File: config.mk
export PLATFORM = sky130hd
export DESIGN_NAME = framer_read_mux
export DESIGN_NICKNAME = d
export VERILOG_FILES = /design/src/design/framer_pkg.sv /design/src/design/framer_read_mux.sv
export SDC_FILE = /design/constraint.sdc
export NUM_CORES = 1
export LEC_CHECK = 0
export BUFFER_PORTS_ARGS = -buffer_cell sky130_fd_sc_hd__buf_2
export CAP_MARGIN = 25
export CORE_MARGIN = 5
export CORE_UTILIZATION = 30
export CTS_BUF_LIST = sky130_fd_sc_hd__clkbuf_8 sky130_fd_sc_hd__clkbuf_16
export CTS_CLUSTER_SIZE = 40
export DETAILED_ROUTE_END_ITERATION = 16
export GPL_TIMING_DRIVEN = 0
export PLACE_DENSITY = 0.59
export SLEW_MARGIN = 20
export SYNTH_ARGS = -nofsm -noshare
export SYNTH_HDL_FRONTEND = slang
export SYNTH_SLANG_ARGS = --single-unit
File: constraint.sdc
create_clock -name clk_mii -period 1.5 [get_ports clk_mii]
set_input_delay 0.15 -clock clk_mii [delete_from_list [all_inputs] [get_ports clk_mii]]
set_output_delay 0.15 -clock clk_mii [all_outputs]
set_load 0.02 [all_outputs]
File: src/design/framer_pkg.sv
// MII framer shared definitions: register map, address windows and the state and opcode types
package framer_pkg;

   localparam logic [47:0] DEFAULT_MAC = 48'h230100890702;

   localparam int ADDR_W = 12;
   localparam int DATA_W = 32;

   // Register word indices, valid when address bits 11:4 are clear
   localparam logic [3:0] REG_MAC_LO      = 4'd0;
   localparam logic [3:0] REG_MAC_HI      = 4'd1;   // MAC 47:32, promisc 16, loopback 17, irq_en 18
   localparam logic [3:0] REG_TX_LEN      = 4'd2;   // Write starts transmission
   localparam logic [3:0] REG_STATUS      = 4'd3;   // irq 12, avail 8, nextbuf 7:4, firstbuf 3:0
   localparam logic [3:0] REG_FIRSTBUF    = 4'd4;
   localparam logic [3:0] REG_RX_LEN_BASE = 4'd8;

   // Window tags on the upper address bits
   localparam logic [3:0] TX_WIN_TAG = 4'h4;        // Bits 11:8, 0x400 to 0x4FF
   localparam logic [1:0] RX_WIN_TAG = 2'b10;       // Bits 11:10, 0x800 to 0xBFF

   typedef enum logic [2:0] {
      OP_NONE,
      OP_MAC_LO,
      OP_MAC_HI,
      OP_TX_START,
      OP_FIRSTBUF,
      OP_TX_BUF
   } reg_op_e;

   typedef enum logic [1:0] {
      TX_IDLE,
      TX_PREAMBLE,
      TX_DATA,
      TX_DONE
   } tx_state_e;

   typedef enum logic [2:0] {
      RX_IDLE,
      RX_PREAMBLE,
      RX_HDR,
      RX_DATA,
      RX_DROP
   } rx_state_e;

endpackage
File: src/design/framer_read_mux.sv
// Bus readback for the MII framer: register words, receive lengths and receive buffer bytes
`timescale 1ns/1ps

module framer_read_mux
   import framer_pkg::*;
#(
   parameter int BUF_BYTES = 256,
   parameter int RX_BUFS = 4,
   localparam int AW = $clog2(BUF_BYTES),
   localparam int LEN_W = AW + 1,
   localparam int PW = $clog2(RX_BUFS)
)
(
   input  logic              clk_mii,
   input  logic              rstn,
   input  logic              i_sel,
   input  logic              i_re,
   input  logic [ADDR_W-1:0] i_addr,
   input  logic [47:0]       i_mac_addr,
   input  logic              i_promisc,
   input  logic              i_loopback,
   input  logic              i_irq_en,
   input  logic              i_tx_busy,
   input  logic [LEN_W-1:0]  i_tx_len,
   input  logic              i_irq,
   input  logic              i_avail,
   input  logic [PW-1:0]     i_nextbuf,
   input  logic [PW-1:0]     i_firstbuf,
   input  logic              i_len_we,
   input  logic [LEN_W-1:0]  i_len_data,
   input  logic [7:0]        i_rxram_data,
   output logic [PW+AW-1:0]  o_rxram_addr,
   output logic [DATA_W-1:0] o_rdata
);

   logic [LEN_W-1:0]  lens [RX_BUFS];
   logic              rd;
   logic [PW+AW-1:0]  rx_addr;
   logic [PW+AW-1:0]  addr_q;
   logic [DATA_W-1:0] reg_word;
   logic [DATA_W-1:0] rdata_q;
   logic              rx_sel_q;

   assign rd      = i_sel & i_re;
   assign rx_addr = {i_addr[8+PW-1:8], i_addr[AW-1:0]};

   always_ff @(posedge clk_mii)
   begin
      if (i_len_we)
         lens[i_nextbuf] <= i_len_data;
   end

   always_comb
   begin
      reg_word = '0;
      if (i_addr[ADDR_W-1:4] == '0)
      begin
         if (i_addr[3:0] >= REG_RX_LEN_BASE && i_addr[3:0] < REG_RX_LEN_BASE + RX_BUFS)
            reg_word = DATA_W'(lens[i_addr[PW-1:0]]);
         else
         begin
            case (i_addr[3:0])
               REG_MAC_LO:   reg_word = i_mac_addr[31:0];
               REG_MAC_HI:   reg_word = DATA_W'({i_irq_en, i_loopback, i_promisc,
                                                 i_mac_addr[47:32]});
               REG_TX_LEN:   reg_word = {i_tx_busy, (DATA_W-1)'(i_tx_len)};
               REG_STATUS:   reg_word = DATA_W'({i_irq, 3'b000, i_avail,
                                                 4'(i_nextbuf), 4'(i_firstbuf)});
               REG_FIRSTBUF: reg_word = DATA_W'(i_firstbuf);
               default:      reg_word = '0;
            endcase
         end
      end
   end

   always_ff @(posedge clk_mii)
   begin
      if (!rstn)
      begin
         rdata_q  <= '0;
         rx_sel_q <= 1'b0;
      end
      else if (rd)
      begin
         rdata_q  <= reg_word;
         rx_sel_q <= i_addr[ADDR_W-1:10] == RX_WIN_TAG;
      end
   end

   always_ff @(posedge clk_mii)
   begin
      if (rd)
         addr_q <= rx_addr;
   end

   // Keep the RAM on the last read address so its byte holds until the next read
   assign o_rxram_addr = rd ? rx_addr : addr_q;
   assign o_rdata      = rx_sel_q ? DATA_W'(i_rxram_data) : rdata_q;

endmodule

==> impl_metrics.tcl, run 1 <==
set metrics [dict create \
    drtIter0Drc 121 \
    power_density_nw_per_um2 1060 \
    worstSetupEndpointType "output port" \
    drc_errors 0 \
    synth_common_cells "dfxtp_1 (43), edfxtp_1 (36), nor2b_1 (26), mux2_2 (22), nand2_1 (21)" \
    path_clk_slew_ns 0.07 \
    fp.dieH_microns 118 \
    final-hold-violation-count 0 \
    hold_buffers 0 \
    leakage_uw 0.00211 \
    ys_seq_area_frac 0.552 \
    hold_path_class "in2reg" \
    grt-ovfl-total 0 \
    die_area_sq_um 14000 \
    pwr-share-clk 0.421 \
    tightest_slew_ns 0.911 \
    holdWs_ns 0.0207 \
    cts_inserted_buffers 9 \
    drive_gt1_frac 0.517 \
    synth_edf_count 36 \
    slew_headroom 0.390 \
    wl_per_cell_microns 17.6 \
    diodes 0 \
    ir_drop_mv 0.783 \
    ys_ff_latch 79 \
    core.rowCount 39 \
    grt_pass1_vias 2971 \
    avgViaCountPerCell 4.87 \
    pwr-share-comb 0.119 \
    syn_avg_cell_area_sq_um 12.7 \
    synth.distinct_cells 37 \
    async_reset_ff_frac 0 \
    syn-num-nets 378 \
    grt_pass1_wl_mm 15.9 \
    core_region_area_sq_um 11500 \
    cts-root-buf "clkbuf_16" \
    yosys-top-cells-area "edfxtp_1 (31%), dfxtp_1 (24%), mux2_2 (7.0%)" \
    switchingPower_uw 1330 \
    io-pin-count 143 \
    cts_buffer_depth 2 \
    drv_slew 0 \
    status "completed" \
    path_class "reg2out" \
    antenna_found_initial 0 \
    synthMostInstantiatedCell "dfxtp_1" \
    rsz0062_at_grt "true" \
    arrival_ns 1.34 \
    ys_warn_count 0 \
    cts.sinks 79 \
    cp-start-kind "flop" \
    yosysTopAreaCellShare 0.307 \
    die_x_microns 118 \
    p_seq_frac 0.460 \
    finClkSkew_ns 0.00323 \
    tritoncts "done" \
    setup_viol 0 \
    utilization 0.423 \
    vias 2822 \
    synthesis.area_sq_um 3520 \
    yosys.area.top_type "edfxtp_1" \
    path_cells "clkbuf_16 -> mux2_4 -> buf_6" \
    start_util 0.307 \
    finalNetCount 533 \
    max_clock_freq_mhz 670 \
    synthCells 277 \
    switching_share 0.259 \
    io_buffers 141 \
    htree_levels 3 \
    gp_congestion 0.754 \
    period_share 0.995 \
    groute.usage.overall 0.145 \
    regArea_sq_um 1950 \
    cp_max_fo 7 \
    ys.flop_type "dfxtp_1" \
    layout_min_cycle_time_ns 1.49 \
    cell_internal_pwr_uw 3810 \
    routed_wl_mm 10.2 \
    max_stage_delay_ns 0.39 \
    cap_violations 0 \
    fillCellCount 1103 \
    slowest_stage "dfxtp_4" \
    worstSkewPairLatency_ns 0.34 \
    required_ns 1.35 \
    dp_hpwl_mm 7.93 \
    area_delta_synth_final_pct 38.0 \
    multi_input_comb_area_sq_um 1510 \
    grt_max_degree 18 \
    firstDrtPassIters 4 \
    ant_nets 0 \
]
## critical path, delay by kind of cell (launching register included)
kind / cells / cell delay, ns
DFF: 1 / 0.39
buffers and inverters: 2 / 0.30
muxes: 1 / 0.31
## final timing paths
| kind | start | endpoint | slack, ns | depth (start not counted) |
|---|---|---|---|---|
| max | rx_sel_q | o_rdata[6] | 0.008 | 3 |
| max reg2reg | lens[3][0] | rdata_q[0] | 0.18 | 4 |
| min | i_mac_addr[28] | rdata_q[28] | 0.02 | 2 |
| min reg2reg | rdata_q[13] | rdata_q[13] | 0.44 | 2 |
## registers in the layout (all words and copies together), names as in the netlist
signal and count:
lens 36, rdata_q 32, rx_sel_q 1, addr_q 10
## cell type report
type,count,share of cell area
inverters,1,0.000774
repair buffers,145,0.161
multi-input cells,176,0.311
clock inverters,7,0.0147
clock buffers,9,0.0464
flip-flops and latches,79,0.401
plain buffers,20,0.0273
well taps,143,0.0369
## per-stage QoR
step | setup TNS (ns) | worst slack (ns) | total power [uW] | area [sq um] | cells
after detailed placement | -12.95 | -0.436 | 3010 | 4410 | 562
after floorplan | 0 | 0.0650 | 2730 | 3520 | 277
after global routing | -0.308 | -0.0499 | 5330 | 4850 | 580
final | 0 | 0.00782 | 5140 | 4850 | 580
after global placement | -15.53 | -0.436 | 2990 | 4400 | 561
after CTS | -0.469 | -0.0726 | 5200 | 4820 | 580
## layer usage
| layer | vias to the layer above | routed length, microns | track usage |
|---|---|---|---|
| met3 | 13 | 892 | 0.0530 |
| met4 | 0 | 181 | 0.0480 |
| li1 | 1364 | - | - |
| met2 | 120 | 4950 | 0.237 |
| met5 | - | 0 | 0 |
| met1 | 1325 | 4210 | 0.176 |
## logic make-up after synthesis
kind of cell / count (synthesis) / synth area share
simple gates: 76 / 0.122
buf+inv: 22 / 0.0288
mux: 43 / 0.166
compound gates: 57 / 0.131
flops: 79 / 0.552
## layout by cell type (no fill, tap or decap), types with 2 or more instances in the layout
| master | count |
|---|---|
| mux2i_1 | 11 |
| clkbuf_16 | 10 |
| clkbuf_1 | 5 |
| nand2_1 | 21 |
| o31ai_1 | 4 |
| inv_8 | 4 |
| o21ai_1 | 2 |
| a22o_1 | 14 |
| a32oi_1 | 2 |
| mux2_2 | 17 |
| buf_4 | 12 |
| o21ai_2 | 9 |
| a22oi_1 | 2 |
| a2bb2oi_1 | 4 |
| nor2b_1 | 24 |
| dfxtp_1 | 42 |
| nor4_2 | 2 |
| nor2b_2 | 2 |
| mux4_2 | 10 |
| buf_2 | 136 |
| and3b_1 | 2 |
| nor3b_1 | 2 |
| clkbuf_2 | 3 |
| inv_6 | 2 |
| edfxtp_1 | 36 |
| mux2_4 | 5 |
| o22ai_1 | 2 |
| a221oi_1 | 11 |
| nor2_1 | 14 |
| a21oi_1 | 3 |
| buf_6 | 7 |
| and3_1 | 2 |
## power groups by stage
stage / registers, uW / logic, uW / clock network (uW)
after floorplan: 2400 / 322 / 0
after global placement: 2410 / 584 / 0
after detailed placement: 2410 / 599 / 0
after CTS: 2360 / 616 / 2230
after global routing: 2370 / 667 / 2300
final: 2360 / 613 / 2160
## timing repair
item	CTS	global route
gates resized for setup	27	17
endpoints found under the setup margin	40	36
buffers inserted	3	0
Note: power is estimated with default switching activity, not from simulation.
==> run 2: changes to the inputs <==
--- a/config.mk
+++ b/config.mk
@@ -5,7 +5,7 @@
 export SDC_FILE = /design/constraint.sdc
 export NUM_CORES = 1
 export LEC_CHECK = 0
-export BUFFER_PORTS_ARGS = -buffer_cell sky130_fd_sc_hd__buf_2
+export BUFFER_PORTS_ARGS = -buffer_cell sky130_fd_sc_hd__buf_4
 export CAP_MARGIN = 25
 export CORE_MARGIN = 5
 export CORE_UTILIZATION = 30
@@ -13,7 +13,6 @@
 export CTS_CLUSTER_SIZE = 40
 export DETAILED_ROUTE_END_ITERATION = 16
 export GPL_TIMING_DRIVEN = 0
-export PLACE_DENSITY = 0.59
 export SLEW_MARGIN = 20
 export SYNTH_ARGS = -nofsm -noshare
 export SYNTH_HDL_FRONTEND = slang
==> constraint.sdc (replaced) <==
create_clock -name clk_mii -period 1.4 [get_ports clk_mii]
set_input_delay 0.14 -clock clk_mii [delete_from_list [all_inputs] [get_ports clk_mii]]
set_output_delay 0.14 -clock clk_mii [all_outputs]
set_load 0.02 [all_outputs]
==> run 2 against run 1 <==
The flow now finishes with violations (setup timing). Clock power increased by 10%. Sequential share of layout area decreased by 3.9 points. Non-clock buffer count increased by 8.
==> impl_metrics.tcl, run 2 (synthesized netlist as in run 1, its figures left out) <==
set metrics [dict create \
    status "complete, but fails checks" \
    violations "setup timing" \
    cp-start-kind "flop" \
    min_path_cells 1 \
    ant_nets 0 \
    rsz0062_at_grt "true" \
    crit_buf_inv 2 \
    r2r-end "rdata_q[0]" \
    layout_commonest_cell "buf_4" \
    rrSetupSlack_ns 0.07 \
    period_share 1.04 \
    largest_reg_flops 36 \
    ir_drop_mv 0.595 \
    tightest_slew_ns 0.879 \
    htree_levels 3 \
    io-pin-count 143 \
    worstSkewPairLatency_ns 0.34 \
    core_region_area_sq_um 11500 \
    hold_path_class "in2reg" \
    grt_pass1_vias 3005 \
    tritoncts "done" \
    holdPathEnd "lens[1][5]" \
    cts.sinks 79 \
    max_clock_freq_mhz 686 \
    area_delta_synth_final_pct 52.8 \
    fp.dieH_microns 118 \
    arrival_ns 1.32 \
    regArea_sq_um 1950 \
    vias 2871 \
    cap_violations 0 \
    switching_share 0.238 \
    max_stage_delay_ns 0.38 \
    diodes 0 \
    finalWorstSetupSlack_ns -0.0576 \
    drtIter0Drc 177 \
    final_cell_mix "buf_4 (134), dfxtp_1 (42), edfxtp_1 (36)" \
    core.rowCount 39 \
    avgViaCountPerCell 4.88 \
    setup_viol 7 \
    final-hold-violation-count 0 \
    r2r_start "lens[3][0]" \
    power_density_nw_per_um2 1060 \
    leakage_uw 0.00225 \
    switchingPower_uw 1360 \
    finClkSkew_ns 0.0119 \
    cts_buffer_depth 2 \
    start_util 0.307 \
    cts-root-buf "clkbuf_16" \
    cell_internal_pwr_uw 4340 \
    drive_gt1_frac 0.517 \
    worstHoldStart "i_len_data[5]" \
    largestRegisters "lens: 36 flops, rdata_q: 32 flops, addr_q: 10 flops" \
    required_ns 1.26 \
    grt-ovfl-total 0 \
    fillCellCount 1025 \
    place_ws_ns -0.481 \
    max_flop_register "lens" \
    reg2reg_depth 4 \
    finalNetCount 541 \
    path_class "reg2out" \
    slew_headroom 0.412 \
    pwr-share-comb 0.138 \
    io_buffers 141 \
    drc_errors 0 \
    routed_wl_mm 10.4 \
    antenna_found_initial 0 \
    grt_max_degree 16 \
    slowest_stage "dfxtp_4" \
    layout_min_cycle_time_ns 1.46 \
    dp_hpwl_mm 7.92 \
    multi_input_comb_area_sq_um 1560 \
    die_x_microns 118 \
    power_uw 5700 \
    p_seq_frac 0.444 \
    cts_inserted_buffers 9 \
    pwr-share-clk 0.418 \
    path_depth 3 \
    groute.usage.overall 0.144 \
    path_cells "clkbuf_16 -> mux2_4 -> buf_6" \
    worstSetupEndpointType "output port" \
    gp_congestion 0.777 \
    cp_top_family "flip-flops" \
    cp_max_fo 6 \
    path_clk_slew_ns 0.06 \
    grt_pass1_wl_mm 16.0 \
    drv_slew 0 \
    die_area_sq_um 14000 \
    firstDrtPassIters 4 \
    wl_per_cell_microns 17.8 \
]
-- run 2: area by class of cell --
cell class / instances / area share
repair buffers: 153 / 0.227
plain buffers: 20 / 0.0284
well taps: 143 / 0.0333
clock buffers: 9 / 0.0419
inverters: 1 / 0.000699
multi-input cells: 176 / 0.291
flip-flops and latches: 79 / 0.362
clock inverters: 7 / 0.0149
-- run 2: how the worst max path moves through the flow --
stage	slack (ns)	from	endpoint
after floorplan	-0.02	i_addr[4]	rdata_q[10]
after global placement	-0.51	i_nextbuf[1]	lens[0][2]
after detailed placement	-0.48	rx_sel_q	o_rdata[6]
after CTS	-0.12	rx_sel_q	o_rdata[6]
after global routing	-0.11	rx_sel_q	o_rdata[5]
final	-0.06	rx_sel_q	o_rdata[5]
-- run 2: per-stage QoR --
| stage | hold slack [ns] | TNS, ns | std cells | util | instance area [sq um] |
|---|---|---|---|---|---|
| floorplan | 0.239 | -0.158 | 277 | - | 3540 |
| global placement | 0.339 | -19.41 | 561 | 0.417 | 4780 |
| detailed placement | 0.346 | -16.74 | 562 | 0.418 | 4790 |
| CTS | 0.00929 | -0.762 | 587 | 0.462 | 5290 |
| global route | 0.0115 | -0.956 | 588 | 0.468 | 5370 |
| finish | 0.0165 | -0.287 | 588 | 0.468 | 5370 |
-- run 2: power by group through the flow --
stage	clock (uW)	sequential, uW	combinational [uW]
detailed placement	0	2580	750
CTS	2450	2530	789
global placement	0	2580	736
finish	2380	2530	788
global route	2520	2540	847
floorplan	0	2570	347
-- run 2: per-layer routing --
metal,vias to the layer above,GRT usage,share of wire
met5,-,0,0
met4,0,0.0373,0.0098
met3,10,0.0444,0.077
met2,108,0.254,0.51
met1,1370,0.171,0.41
li1,1383,-,-
-- run 2: timing repair --
action,4_1_cts,5_1_grt
hold buffers,8,0
setup endpoints to repair,49,42
endpoints found under the hold margin,28,0
gates resized for setup,30,23
pin swaps,0,2
setup buffers,2,1
==> run 3: changes to the inputs <==
--- a/config.mk
+++ b/config.mk
@@ -13,6 +13,7 @@
 export CTS_CLUSTER_SIZE = 40
 export DETAILED_ROUTE_END_ITERATION = 16
 export GPL_TIMING_DRIVEN = 0
+export SETUP_SLACK_MARGIN = 0.3
 export SLEW_MARGIN = 20
 export SYNTH_ARGS = -nofsm -noshare
 export SYNTH_HDL_FRONTEND = slang
==> run 3 against run 2 <==
Cell count rose by 2.6%. Worst setup slack got worse by 0.071 ns. The flow still finishes with violations (setup timing). Combinational power increased by 22%. Fmax shrank 4.7%. Largest power group is now clock. Critical endpoint is now o_rdata[4]. Critical path type unchanged. Critical path depth is 1 higher. Sequential cell count unchanged.
==> impl_metrics.tcl, run 3 (synthesized netlist as in run 1, its figures left out) <==
set metrics [dict create \
    cts-root-buf "clkbuf_16" \
    power_density_nw_per_um2 1060 \
    grt_util_met2 0.257 \
    tightest_slew_ns 0.905 \
    busiest_layer "met2" \
    area_delta_synth_final_pct 65.2 \
    avgViaCountPerCell 4.91 \
    layout_min_cycle_time_ns 1.53 \
    grt-ovfl-total 0 \
    violations "setup timing" \
    drtIter0Drc 126 \
    path_class "reg2out" \
    drc_errors 0 \
    antenna_found_initial 0 \
    core.rowCount 39 \
    die_x_microns 118 \
    final-hold-violation-count 0 \
    place_ws_ns -0.417 \
    wl_per_cell_microns 18.7 \
    diodes 0 \
    cap_violations 0 \
    routed_wl_mm 11.3 \
    grt_use_met3 0.0478 \
    cp-start-kind "flop" \
    drv_slew 0 \
    worstSkewPairLatency_ns 0.33 \
    rsz0062_at_grt "true" \
    cts_buffer_depth 2 \
    grt_pass1_vias 3091 \
    gp_congestion 0.765 \
    io-pin-count 143 \
    cell_internal_pwr_uw 4810 \
    start_util 0.307 \
    firstDrtPassIters 4 \
    layout_commonest_cell "buf_4" \
    dp_hpwl_mm 8.15 \
    max_clock_freq_mhz 654 \
    use_met1 0.203 \
    period_share 1.09 \
    grt_max_degree 15 \
    vias 2961 \
    arrival_ns 1.39 \
    fillCellCount 1016 \
    leakage_uw 0.00249 \
    cp_max_fo 7 \
    worstSetupEndpointType "output port" \
    drive_gt1_frac 0.602 \
    switching_share 0.221 \
    regArea_sq_um 1950 \
    finalWorstSetupSlack_ns -0.129 \
    pwr-share-comb 0.156 \
    ir_drop_mv 0.938 \
    pwr-share-clk 0.432 \
    hold_path_class "in2reg" \
    path_clk_slew_ns 0.06 \
    cts.sinks 79 \
    finClkSkew_ns 0.00699 \
    max_flop_register "lens" \
    groute.usage.overall 0.158 \
    htree_levels 3 \
    status "complete, but fails checks" \
    die_area_sq_um 14000 \
    setup_viol 18 \
    multi_input_comb_area_sq_um 1700 \
    finalNetCount 556 \
    fp.dieH_microns 118 \
    core_region_area_sq_um 11500 \
    ant_nets 0 \
    tritoncts "done" \
    largest_reg_flops 36 \
    required_ns 1.26 \
    slew_headroom 0.395 \
    p_seq_frac 0.411 \
    io_buffers 141 \
    cts_inserted_buffers 9 \
    grt_pass1_wl_mm 17.3 \
    holdWs_ns 0.0184 \
    largestRegisters "lens: 36 flops, rdata_q: 32 flops, addr_q: 10 flops" \
    final_cell_mix "buf_4 (136), dfxtp_1 (37), edfxtp_1 (36)" \
    switchingPower_uw 1360 \
]
-- run 3: power groups by stage --
stage / combinational [uW] / sequential (uW) / clock, uW
finish: 964 / 2540 / 2670
global route: 1030 / 2550 / 2830
CTS: 938 / 2540 / 2730
detailed placement: 778 / 2580 / 0
global placement: 762 / 2580 / 0
floorplan: 364 / 2570 / 0
-- run 3: metrics by stage --
step                cell area, sq um  utilization  cells  total power [uW]  setup TNS (ns)
finish                          5810        0.507    603              6180           -1.26
global route                    5810        0.507    603              6400           -2.94
CTS                             5690        0.496    599              6210           -2.17
detailed placement              4860        0.424    561              3360           -8.86
global placement                4860        0.424    561              3340           -9.19
floorplan                       3620            -    277              2940          -0.157
-- run 3: final timing paths --
path / from / to / slack [ns] / depth (start not counted)
setup / recovery: rx_sel_q / o_rdata[4] / -0.13 / 4
hold / removal: i_len_data[4] / lens[3][4] / 0.02 / 1
setup reg to reg: lens[3][0] / rdata_q[0] / 0.09 / 4
hold reg to reg: rdata_q[18] / rdata_q[18] / 0.45 / 2
-- run 3: critical path, cell delays in order (launching register included) --
cell       delay [ns]
dfxtp_2          0.33
buf_8            0.12
clkbuf_16        0.16
mux2_4           0.31
buf_6            0.13
-- run 3: cell type report --
| class | instances | share of cell area |
|---|---|---|
| sequential | 79 | 0.336 |
| clock buffer | 9 | 0.0388 |
| tap | 143 | 0.0308 |
| clock inverter | 7 | 0.0207 |
| timing repair buffer | 167 | 0.240 |
| inverter | 1 | 0.000646 |
| multi-input combinational | 176 | 0.292 |
| buffer | 21 | 0.0418 |
-- run 3: timing repair --
item / in CTS / in global routing
pin swaps: 15 / 1
setup buffers: 16 / 4
hold buffers: 5 / 0
endpoints found under the setup margin: 75 / 72
endpoints found under the hold margin: 16 / 0
resized for setup: 76 / 26
gates cloned: 1 / 0
-- run 3: routing by layer --
layer  wire (microns)  vias up
met1             4790     1425
met2             5520      109
met3              792       12
met5                0        -
li1                 -     1415
met4              146        0
